[src/mmu_params.svh]
// Sv39 data MMU parameters

`ifndef MMU_PARAMS_SVH
`define MMU_PARAMS_SVH

// address and page number widths
`define MMU_VLEN 39
`define MMU_PLEN 56
`define MMU_PPNW 44
`define MMU_VPNW 27
`define MMU_XLEN 64

// data TLB size
`define MMU_TLB_ENTRIES 4

// page fault cause codes
`define MMU_CAUSE_LD_PF 13
`define MMU_CAUSE_ST_PF 15

// bit positions inside a permission word
`define MMU_PERM_R 0
`define MMU_PERM_W 1
`define MMU_PERM_U 2
`define MMU_PERM_D 3

// privilege level codes
`define MMU_PRIV_U 0
`define MMU_PRIV_S 1

`endif

[src/mmu_pkg.sv]
// Sv39 data MMU types

`include "mmu_params.svh"

package mmu_pkg;

    // ----------------------------------------
    // addresses and page numbers
    // ----------------------------------------

    // virtual address, bits 38:0
    typedef logic [`MMU_VLEN-1:0] vaddr_t;

    // physical address, bits 55:0
    typedef logic [`MMU_PLEN-1:0] paddr_t;

    // physical page number
    typedef logic [`MMU_PPNW-1:0] ppn_t;

    // virtual page number, three 9-bit levels
    // level 2 in 26:18, level 1 in 17:9, level 0 in 8:0
    typedef logic [`MMU_VPNW-1:0] vpn_t;

    // ----------------------------------------
    // permissions and exceptions
    // ----------------------------------------

    // pte bits r, w, u, d
    typedef logic [3:0] perm_t;

    // privilege level
    typedef logic [1:0] priv_t;

    // exception cause and value
    typedef logic [5:0] cause_t;
    typedef logic [`MMU_XLEN-1:0] tval_t;

endpackage

[src/dtlb.sv]
// Fully associative data TLB

`timescale 1ns/1ps

`include "mmu_params.svh"

module dtlb #(
    parameter int unsigned TLB_ENTRIES = `MMU_TLB_ENTRIES
) (
    input  logic           clk_i,
    input  logic           rst_ni,
    input  logic           flush_i,
    // refill
    input  logic           upd_valid_i,
    input  mmu_pkg::vpn_t  upd_vpn_i,
    input  mmu_pkg::ppn_t  upd_ppn_i,
    input  logic           upd_is_2m_i,
    input  logic           upd_is_1g_i,
    input  mmu_pkg::perm_t upd_perm_i,
    // lookup
    input  logic           lu_access_i,
    input  mmu_pkg::vaddr_t lu_vaddr_i,
    output logic           lu_hit_o,
    output mmu_pkg::ppn_t  lu_ppn_o,
    output mmu_pkg::perm_t lu_perm_o,
    output logic           lu_is_2m_o,
    output logic           lu_is_1g_o
);

    localparam int unsigned PTR_W = (TLB_ENTRIES > 1) ? $clog2(TLB_ENTRIES) : 1;

    // entry storage
    logic [TLB_ENTRIES-1:0] valid_q;
    mmu_pkg::vpn_t          tag_q   [TLB_ENTRIES];
    mmu_pkg::ppn_t          ppn_q   [TLB_ENTRIES];
    mmu_pkg::perm_t         perm_q  [TLB_ENTRIES];
    logic [TLB_ENTRIES-1:0] is_2m_q;
    logic [TLB_ENTRIES-1:0] is_1g_q;

    // next entry to overwrite
    logic [PTR_W-1:0] repl_ptr_q;

    mmu_pkg::vpn_t          lu_vpn;
    logic [TLB_ENTRIES-1:0] entry_match;

    assign lu_vpn = lu_vaddr_i[`MMU_VLEN-1:12];

    // ----------------------------------------
    // tag match
    // ----------------------------------------

    // large pages ignore the lower levels of the vpn
    for (genvar i = 0; i < TLB_ENTRIES; i++) begin : g_match
        logic lvl2_eq;
        logic lvl1_eq;
        logic lvl0_eq;

        assign lvl2_eq = (tag_q[i][26:18] == lu_vpn[26:18]);
        assign lvl1_eq = (tag_q[i][17:9] == lu_vpn[17:9]);
        assign lvl0_eq = (tag_q[i][8:0] == lu_vpn[8:0]);

        assign entry_match[i] = valid_q[i] & lvl2_eq
                              & (is_1g_q[i] | (lvl1_eq & (is_2m_q[i] | lvl0_eq)));
    end

    // walk down so the lowest matching index is taken last
    always_comb begin : hit_select
        lu_ppn_o   = '0;
        lu_perm_o  = '0;
        lu_is_2m_o = 1'b0;
        lu_is_1g_o = 1'b0;
        for (int i = TLB_ENTRIES - 1; i >= 0; i--) begin
            if (entry_match[i]) begin
                lu_ppn_o   = ppn_q[i];
                lu_perm_o  = perm_q[i];
                lu_is_2m_o = is_2m_q[i];
                lu_is_1g_o = is_1g_q[i];
            end
        end
    end

    assign lu_hit_o = lu_access_i & (|entry_match);

    // ----------------------------------------
    // refill and flush
    // ----------------------------------------

    // flush beats an update in the same cycle
    always_ff @(posedge clk_i or negedge rst_ni) begin
        if (!rst_ni) begin
            valid_q    <= '0;
            repl_ptr_q <= '0;
        end else begin
            if (flush_i) begin
                valid_q <= '0;
            end else if (upd_valid_i) begin
                valid_q[repl_ptr_q] <= 1'b1;
            end

            // round robin, untouched by flush
            if (upd_valid_i) begin
                if (repl_ptr_q == PTR_W'(TLB_ENTRIES - 1)) begin
                    repl_ptr_q <= '0;
                end else begin
                    repl_ptr_q <= repl_ptr_q + 1'b1;
                end
            end
        end
    end

    // entry payload, only meaningful while the valid bit is set
    always_ff @(posedge clk_i) begin
        if (upd_valid_i) begin
            tag_q[repl_ptr_q]   <= upd_vpn_i;
            ppn_q[repl_ptr_q]   <= upd_ppn_i;
            perm_q[repl_ptr_q]  <= upd_perm_i;
            is_2m_q[repl_ptr_q] <= upd_is_2m_i;
            is_1g_q[repl_ptr_q] <= upd_is_1g_i;
        end
    end

endmodule

[src/lsu_xlate.sv]
// Load/store address translation stage

`timescale 1ns/1ps

`include "mmu_params.svh"

module lsu_xlate (
    input  logic            clk_i,
    input  logic            rst_ni,
    // control levels
    input  logic            en_translation_i,
    input  mmu_pkg::priv_t  priv_lvl_i,
    input  logic            sum_i,
    // request from the load/store unit
    input  logic            lsu_req_i,
    input  mmu_pkg::vaddr_t lsu_vaddr_i,
    input  logic            lsu_is_store_i,
    // same-cycle lookup result
    input  logic            lu_hit_i,
    input  mmu_pkg::ppn_t   lu_ppn_i,
    input  mmu_pkg::perm_t  lu_perm_i,
    input  logic            lu_is_2m_i,
    input  logic            lu_is_1g_i,
    // response, one cycle after the request
    output logic            lsu_valid_o,
    output mmu_pkg::paddr_t lsu_paddr_o,
    output logic            lsu_ex_valid_o,
    output mmu_pkg::cause_t lsu_ex_cause_o,
    output mmu_pkg::tval_t  lsu_ex_tval_o
);

    // registered request and lookup
    logic            req_q;
    logic            hit_q;
    logic            en_q;
    mmu_pkg::priv_t  priv_q;
    logic            sum_q;
    logic            is_store_q;
    mmu_pkg::vaddr_t vaddr_q;
    mmu_pkg::ppn_t   ppn_q;
    mmu_pkg::perm_t  perm_q;
    logic            is_2m_q;
    logic            is_1g_q;

    mmu_pkg::paddr_t paddr_xlate;
    logic            priv_err;
    logic            ld_fault;
    logic            st_fault;
    logic            fault;

    // ----------------------------------------
    // pipeline register
    // ----------------------------------------

    always_ff @(posedge clk_i or negedge rst_ni) begin
        if (!rst_ni) begin
            req_q <= 1'b0;
            hit_q <= 1'b0;
            en_q  <= 1'b0;
        end else begin
            req_q <= lsu_req_i;
            hit_q <= lu_hit_i;
            en_q  <= en_translation_i;
        end
    end

    // the privilege context travels with the request
    always_ff @(posedge clk_i) begin
        priv_q     <= priv_lvl_i;
        sum_q      <= sum_i;
        is_store_q <= lsu_is_store_i;
        vaddr_q    <= lsu_vaddr_i;
        ppn_q      <= lu_ppn_i;
        perm_q     <= lu_perm_i;
        is_2m_q    <= lu_is_2m_i;
        is_1g_q    <= lu_is_1g_i;
    end

    // ----------------------------------------
    // physical address
    // ----------------------------------------

    // large pages take the low vpn levels from the virtual address
    always_comb begin : paddr_build
        paddr_xlate = {ppn_q, vaddr_q[11:0]};
        if (is_2m_q) begin
            paddr_xlate[20:12] = vaddr_q[20:12];
        end
        if (is_1g_q) begin
            paddr_xlate[29:12] = vaddr_q[29:12];
        end
    end

    // bypass zero-extends the virtual address
    assign lsu_paddr_o = en_q ? paddr_xlate
                              : {{(`MMU_PLEN - `MMU_VLEN){1'b0}}, vaddr_q};

    // ----------------------------------------
    // permission checks
    // ----------------------------------------

    // user pages need SUM in supervisor mode, user mode needs the u bit
    assign priv_err = ((priv_q == mmu_pkg::priv_t'(`MMU_PRIV_S)) && !sum_q
                       && perm_q[`MMU_PERM_U])
                    || ((priv_q == mmu_pkg::priv_t'(`MMU_PRIV_U))
                       && !perm_q[`MMU_PERM_U]);

    assign ld_fault = priv_err || !perm_q[`MMU_PERM_R];

    // stores also need the dirty bit, there is no hardware update of it
    assign st_fault = priv_err || !perm_q[`MMU_PERM_W] || !perm_q[`MMU_PERM_D];

    assign fault = is_store_q ? st_fault : ld_fault;

    // ----------------------------------------
    // response
    // ----------------------------------------

    // a translated miss stays silent, the requester retries later
    assign lsu_valid_o = req_q && (!en_q || hit_q);

    assign lsu_ex_valid_o = req_q && en_q && hit_q && fault;

    always_comb begin : ex_build
        lsu_ex_cause_o = '0;
        lsu_ex_tval_o  = '0;
        if (lsu_ex_valid_o) begin
            if (is_store_q) begin
                lsu_ex_cause_o = mmu_pkg::cause_t'(`MMU_CAUSE_ST_PF);
            end else begin
                lsu_ex_cause_o = mmu_pkg::cause_t'(`MMU_CAUSE_LD_PF);
            end
            // tval is the sign-extended virtual address
            lsu_ex_tval_o = {{(`MMU_XLEN - `MMU_VLEN){vaddr_q[`MMU_VLEN-1]}}, vaddr_q};
        end
    end

endmodule

[src/mmu_top.sv]
// Sv39 data MMU top level

`timescale 1ns/1ps

`include "mmu_params.svh"

module mmu_top (
    input  logic            clk_i,
    input  logic            rst_ni,
    input  logic            flush_i,
    // control levels
    input  logic            en_translation_i,
    input  mmu_pkg::priv_t  priv_lvl_i,
    input  logic            sum_i,
    // request
    input  logic            lsu_req_i,
    input  mmu_pkg::vaddr_t lsu_vaddr_i,
    input  logic            lsu_is_store_i,
    // TLB refill
    input  logic            upd_valid_i,
    input  mmu_pkg::vpn_t   upd_vpn_i,
    input  mmu_pkg::ppn_t   upd_ppn_i,
    input  logic            upd_is_2m_i,
    input  logic            upd_is_1g_i,
    input  mmu_pkg::perm_t  upd_perm_i,
    // cycle 0
    output logic            lsu_dtlb_hit_o,
    output logic            dtlb_miss_o,
    // cycle 1
    output logic            lsu_valid_o,
    output mmu_pkg::paddr_t lsu_paddr_o,
    output logic            lsu_ex_valid_o,
    output mmu_pkg::cause_t lsu_ex_cause_o,
    output mmu_pkg::tval_t  lsu_ex_tval_o
);

    logic           lu_access;
    logic           lu_hit;
    mmu_pkg::ppn_t  lu_ppn;
    mmu_pkg::perm_t lu_perm;
    logic           lu_is_2m;
    logic           lu_is_1g;

    // only translated requests look up the TLB
    assign lu_access = lsu_req_i & en_translation_i;

    // untranslated requests always hit
    assign lsu_dtlb_hit_o = en_translation_i ? lu_hit : 1'b1;

    // one pulse per translated miss, for the performance counter
    assign dtlb_miss_o = lu_access & ~lu_hit;

    dtlb #(
        .TLB_ENTRIES ( `MMU_TLB_ENTRIES )
    ) u_dtlb (
        .clk_i       ( clk_i       ),
        .rst_ni      ( rst_ni      ),
        .flush_i     ( flush_i     ),
        .upd_valid_i ( upd_valid_i ),
        .upd_vpn_i   ( upd_vpn_i   ),
        .upd_ppn_i   ( upd_ppn_i   ),
        .upd_is_2m_i ( upd_is_2m_i ),
        .upd_is_1g_i ( upd_is_1g_i ),
        .upd_perm_i  ( upd_perm_i  ),
        .lu_access_i ( lu_access   ),
        .lu_vaddr_i  ( lsu_vaddr_i ),
        .lu_hit_o    ( lu_hit      ),
        .lu_ppn_o    ( lu_ppn      ),
        .lu_perm_o   ( lu_perm     ),
        .lu_is_2m_o  ( lu_is_2m    ),
        .lu_is_1g_o  ( lu_is_1g    )
    );

    lsu_xlate u_xlate (
        .clk_i            ( clk_i            ),
        .rst_ni           ( rst_ni           ),
        .en_translation_i ( en_translation_i ),
        .priv_lvl_i       ( priv_lvl_i       ),
        .sum_i            ( sum_i            ),
        .lsu_req_i        ( lsu_req_i        ),
        .lsu_vaddr_i      ( lsu_vaddr_i      ),
        .lsu_is_store_i   ( lsu_is_store_i   ),
        .lu_hit_i         ( lu_hit           ),
        .lu_ppn_i         ( lu_ppn           ),
        .lu_perm_i        ( lu_perm          ),
        .lu_is_2m_i       ( lu_is_2m         ),
        .lu_is_1g_i       ( lu_is_1g         ),
        .lsu_valid_o      ( lsu_valid_o      ),
        .lsu_paddr_o      ( lsu_paddr_o      ),
        .lsu_ex_valid_o   ( lsu_ex_valid_o   ),
        .lsu_ex_cause_o   ( lsu_ex_cause_o   ),
        .lsu_ex_tval_o    ( lsu_ex_tval_o    )
    );

endmodule

[config.mk]
export PLATFORM = sky130hd
export DESIGN_NAME = mmu_top
export DESIGN_NICKNAME = d
export VERILOG_FILES = /design/src/mmu_pkg.sv /design/src/dtlb.sv /design/src/lsu_xlate.sv /design/src/mmu_top.sv
export VERILOG_INCLUDE_DIRS = /design/src
export SDC_FILE = /design/constraint.sdc
export NUM_CORES = 1
export LEC_CHECK = 0
export ABC_AREA = 1
export BUFFER_PORTS_ARGS = -buffer_cell sky130_fd_sc_hd__buf_2
export CAP_MARGIN = 20
export CORE_MARGIN = 2
export CORE_UTILIZATION = 60
export DETAILED_ROUTE_END_ITERATION = 12
export PLACE_DENSITY = 0.82
export SLEW_MARGIN = 20
export SYNTH_ARGS = -nofsm -noshare
export SYNTH_HDL_FRONTEND = slang
export SYNTH_SLANG_ARGS = --single-unit
[constraint.sdc]
create_clock -name clk_i -period 6.4 [get_ports clk_i]
set_clock_uncertainty 0.15 [all_clocks]
set_input_delay 1.28 -clock clk_i [delete_from_list [all_inputs] [get_ports clk_i]]
set_output_delay 1.28 -clock clk_i [all_outputs]
set_load 0.005 [all_outputs]
==> reports/metrics.cfg <==
[worst_hold_path]
hold_path.class=register to register
hp-start=u_dtlb.ppn_q[1][12]$_DFFE_PP_
hold_path_depth=2

[finish]
final_common_cell=nand2_1
multi_input_area_mm2=0.00396
layout_common_cells=395 x nand2_1, 308 x edfxtp_1, 253 x buf_2
fillers=1960
stdcell_count=2203
layout-drive-gt1-share=0.197
utilization=0.710
final_nets=1922
syn2layout_area_growth_pct=15.9
seq_area_mm2=0.0113

[power]
p_leak_nw=8.66
power_density_mw_per_mm2=324
power_mw=6.23
ir_drop_mv=0.261

[route]
drc=0
num_vias=11600
drtIter0Drc=907
first_pass_iters=5
wl_per_cell_um=17.8
drt-total-wl_mm=39.2
avgViaCountPerCell=5.25
ant_nets=0

[worst_setup_path]
start_kind=input port
end_kind=output port
cp.arrival_ps=3230
critPathKind=input port to output port
reg2reg_from=u_dtlb.tag_q[1][22]$_DFFE_PP_
startpoint=lsu_vaddr_i[21]
cp_max_fo=12
crit_required_ps=4970
r2r_cells=10

[grt]
track_usage=0.272
first_global_vias=11300
grt_pass1_wl_mm=59.7
grt_max_degree=62
grt-ovfl-total=0
antenna_found_initial=8

[clocking]
ctsResizeCount=0
cts_num_sinks=410
htreeDepth=2
insertion_delay_ps=530
cts_buffer_depth=3
cts_buffers=41
post_cts_buffers=0
clk_pin_slew_ps=60
cts-root-buf=clkbuf_16
holdBufCountCts=0
cts_tree=yes

[synth]
yosys_warnings=0
ys_async_sr_fraction=0.0220
syn_inst=1568
synth_seq_cells=410
synth_flop_cell=edfxtp_1
synth_edf_count=308
synth-seq-area-share=0.682
syn_area_per_cell_um2=10.6
syn-cell-area_mm2=0.0166
synth_cell_types=41

[sta]
hold_ws_ps=312
setup_viol=0
hold_viol=0
fmax_ghz=0.215
slew-limit-headroom=0.300
setup-tns-final_ps=0
finalCritPeriodShare=0.728
slew_violations=0
fin_crit_ps=4660
grt_setup_unrepaired=false
worstMarginPinSlew_ps=1050

[placed_design]
io_buffers=253
post-place-cells=2120
dp_hpwl_mm=26.0
place_congestion=0.914

[die]
die-area_mm2=0.0290
pin_count=256
start_util=0.613
fp-row-count=60
die_h_um=170
core_area_mm2=0.0271
die_w_um=170

[job]
cap_violations=0

[outcome]
status=finished, final reports clean

-- synthesized netlist by cell type, types with 4 or more instances --
cell type | n | share of area
inv_2 | 10 | 0.0023
nand3_1 | 99 | 0.030
nand2_2 | 4 | 0.0015
nand4_1 | 6 | 0.0023
ha_1 | 4 | 0.0030
o21ai_0 | 46 | 0.014
a21boi_0 | 15 | 0.0068
xor2_1 | 12 | 0.0063
clkbuf_1 | 19 | 0.0043
or2_2 | 4 | 0.0015
nor2_1 | 160 | 0.036
dfrtp_1 | 9 | 0.014
dfxtp_1 | 93 | 0.11
xnor2_1 | 28 | 0.015
a21oi_1 | 49 | 0.015
buf_6 | 5 | 0.0034
nand2_1 | 396 | 0.089
o21ai_1 | 4 | 0.0012
nor2_2 | 6 | 0.0023
buf_2 | 16 | 0.0048
inv_1 | 195 | 0.044
edfxtp_1 | 308 | 0.56
buf_4 | 45 | 0.020
nor3_1 | 9 | 0.0027
-- per-layer routing --
metal | up-vias | routed length [um] | track usage
met5 | - | 31 | 0
met4 | 6 | 1240 | 0.0977
met3 | 107 | 3390 | 0.0530
met2 | 544 | 19000 | 0.460
met1 | 5427 | 15500 | 0.352
li1 | 5492 | - | -
-- final cells by class --
cell class	count	share of cell area
inverter	206	0.0406
multi-input combinational	865	0.205
timing repair buffer	268	0.0727
tap	372	0.0242
antenna	6	0.000780
sequential	410	0.589
clock inverter	14	0.00487
clock buffer	62	0.0627
-- report_power, final --
group	switching (mW)	leakage [nW]	internal (mW)	total, mW
clock	0.955	0.638	1.34	2.30
sequential	0.102	3.71	3.25	3.35
combinational	0.429	4.31	0.156	0.585
-- metrics by stage --
stage | area [um^2] | setup slack, ps
5_1_grt | 19200 | 1570
6_report | 19300 | 1740
3_5_place_dp | 17900 | 1810
2_1_floorplan | 16600 | 2520
3_3_place_gp | 17900 | 1850
4_1_cts | 19200 | 1780
-- path summary, 6_finish.rpt --
check / end / slack (ps)
max reg2reg: u_xlate.ppn_q[26]$_DFF_P_ / 3210
min in group asynchronous: u_dtlb.repl_ptr_q[1]$_DFFE_PN0P_ / 470
min reg2reg: u_xlate.ppn_q[12]$_DFF_P_ / 310
max: lsu_dtlb_hit_o / 1740
min: u_xlate.ppn_q[12]$_DFF_P_ / 310
max in group asynchronous: u_xlate.req_q$_DFF_PN0_ / 5400
-- critical path: stages --
cell     delay [ps]
buf_2           130
inv_1           120
nand2_1          60
nand2_1          70
nand2_1          50
nor2_1          100
nand3_1         190
nor2_2          220
nand2_1         350
nand2_2         180
nor2_2           90
nand3_1         110
nand2_1          80
nand2_1          70
buf_2           110
-- logic make-up after synthesis --
logic type                 after synthesis  share of synthesized area
AOI/OAI and AO/OA                      125                     0.0417
xor gates and xnor gates                40                     0.0211
adders and majority gates                4                    0.00301
buffers and inverters                  294                     0.0804
DFF                                    410                      0.682
other                                    1                   0.000226
and+or+nand+nor                        694                      0.171
-- state kept, by name, summed over array words and instances, names as in the netlist --
name,count
u_dtlb.is_1g_q,4
u_dtlb.is_2m_q,4
u_dtlb.perm_q,16
u_dtlb.ppn_q,176
u_dtlb.repl_ptr_q,2
u_dtlb.tag_q,108
u_dtlb.valid_q,4
u_xlate.en_q,1
u_xlate.hit_q,1
u_xlate.is_1g_q,1
u_xlate.is_2m_q,1
u_xlate.is_store_q,1
u_xlate.perm_q,4
u_xlate.ppn_q,44
u_xlate.priv_q,2
u_xlate.req_q,1
u_xlate.sum_q,1
u_xlate.vaddr_q,39
Note: power is estimated with default switching activity, not from simulation.
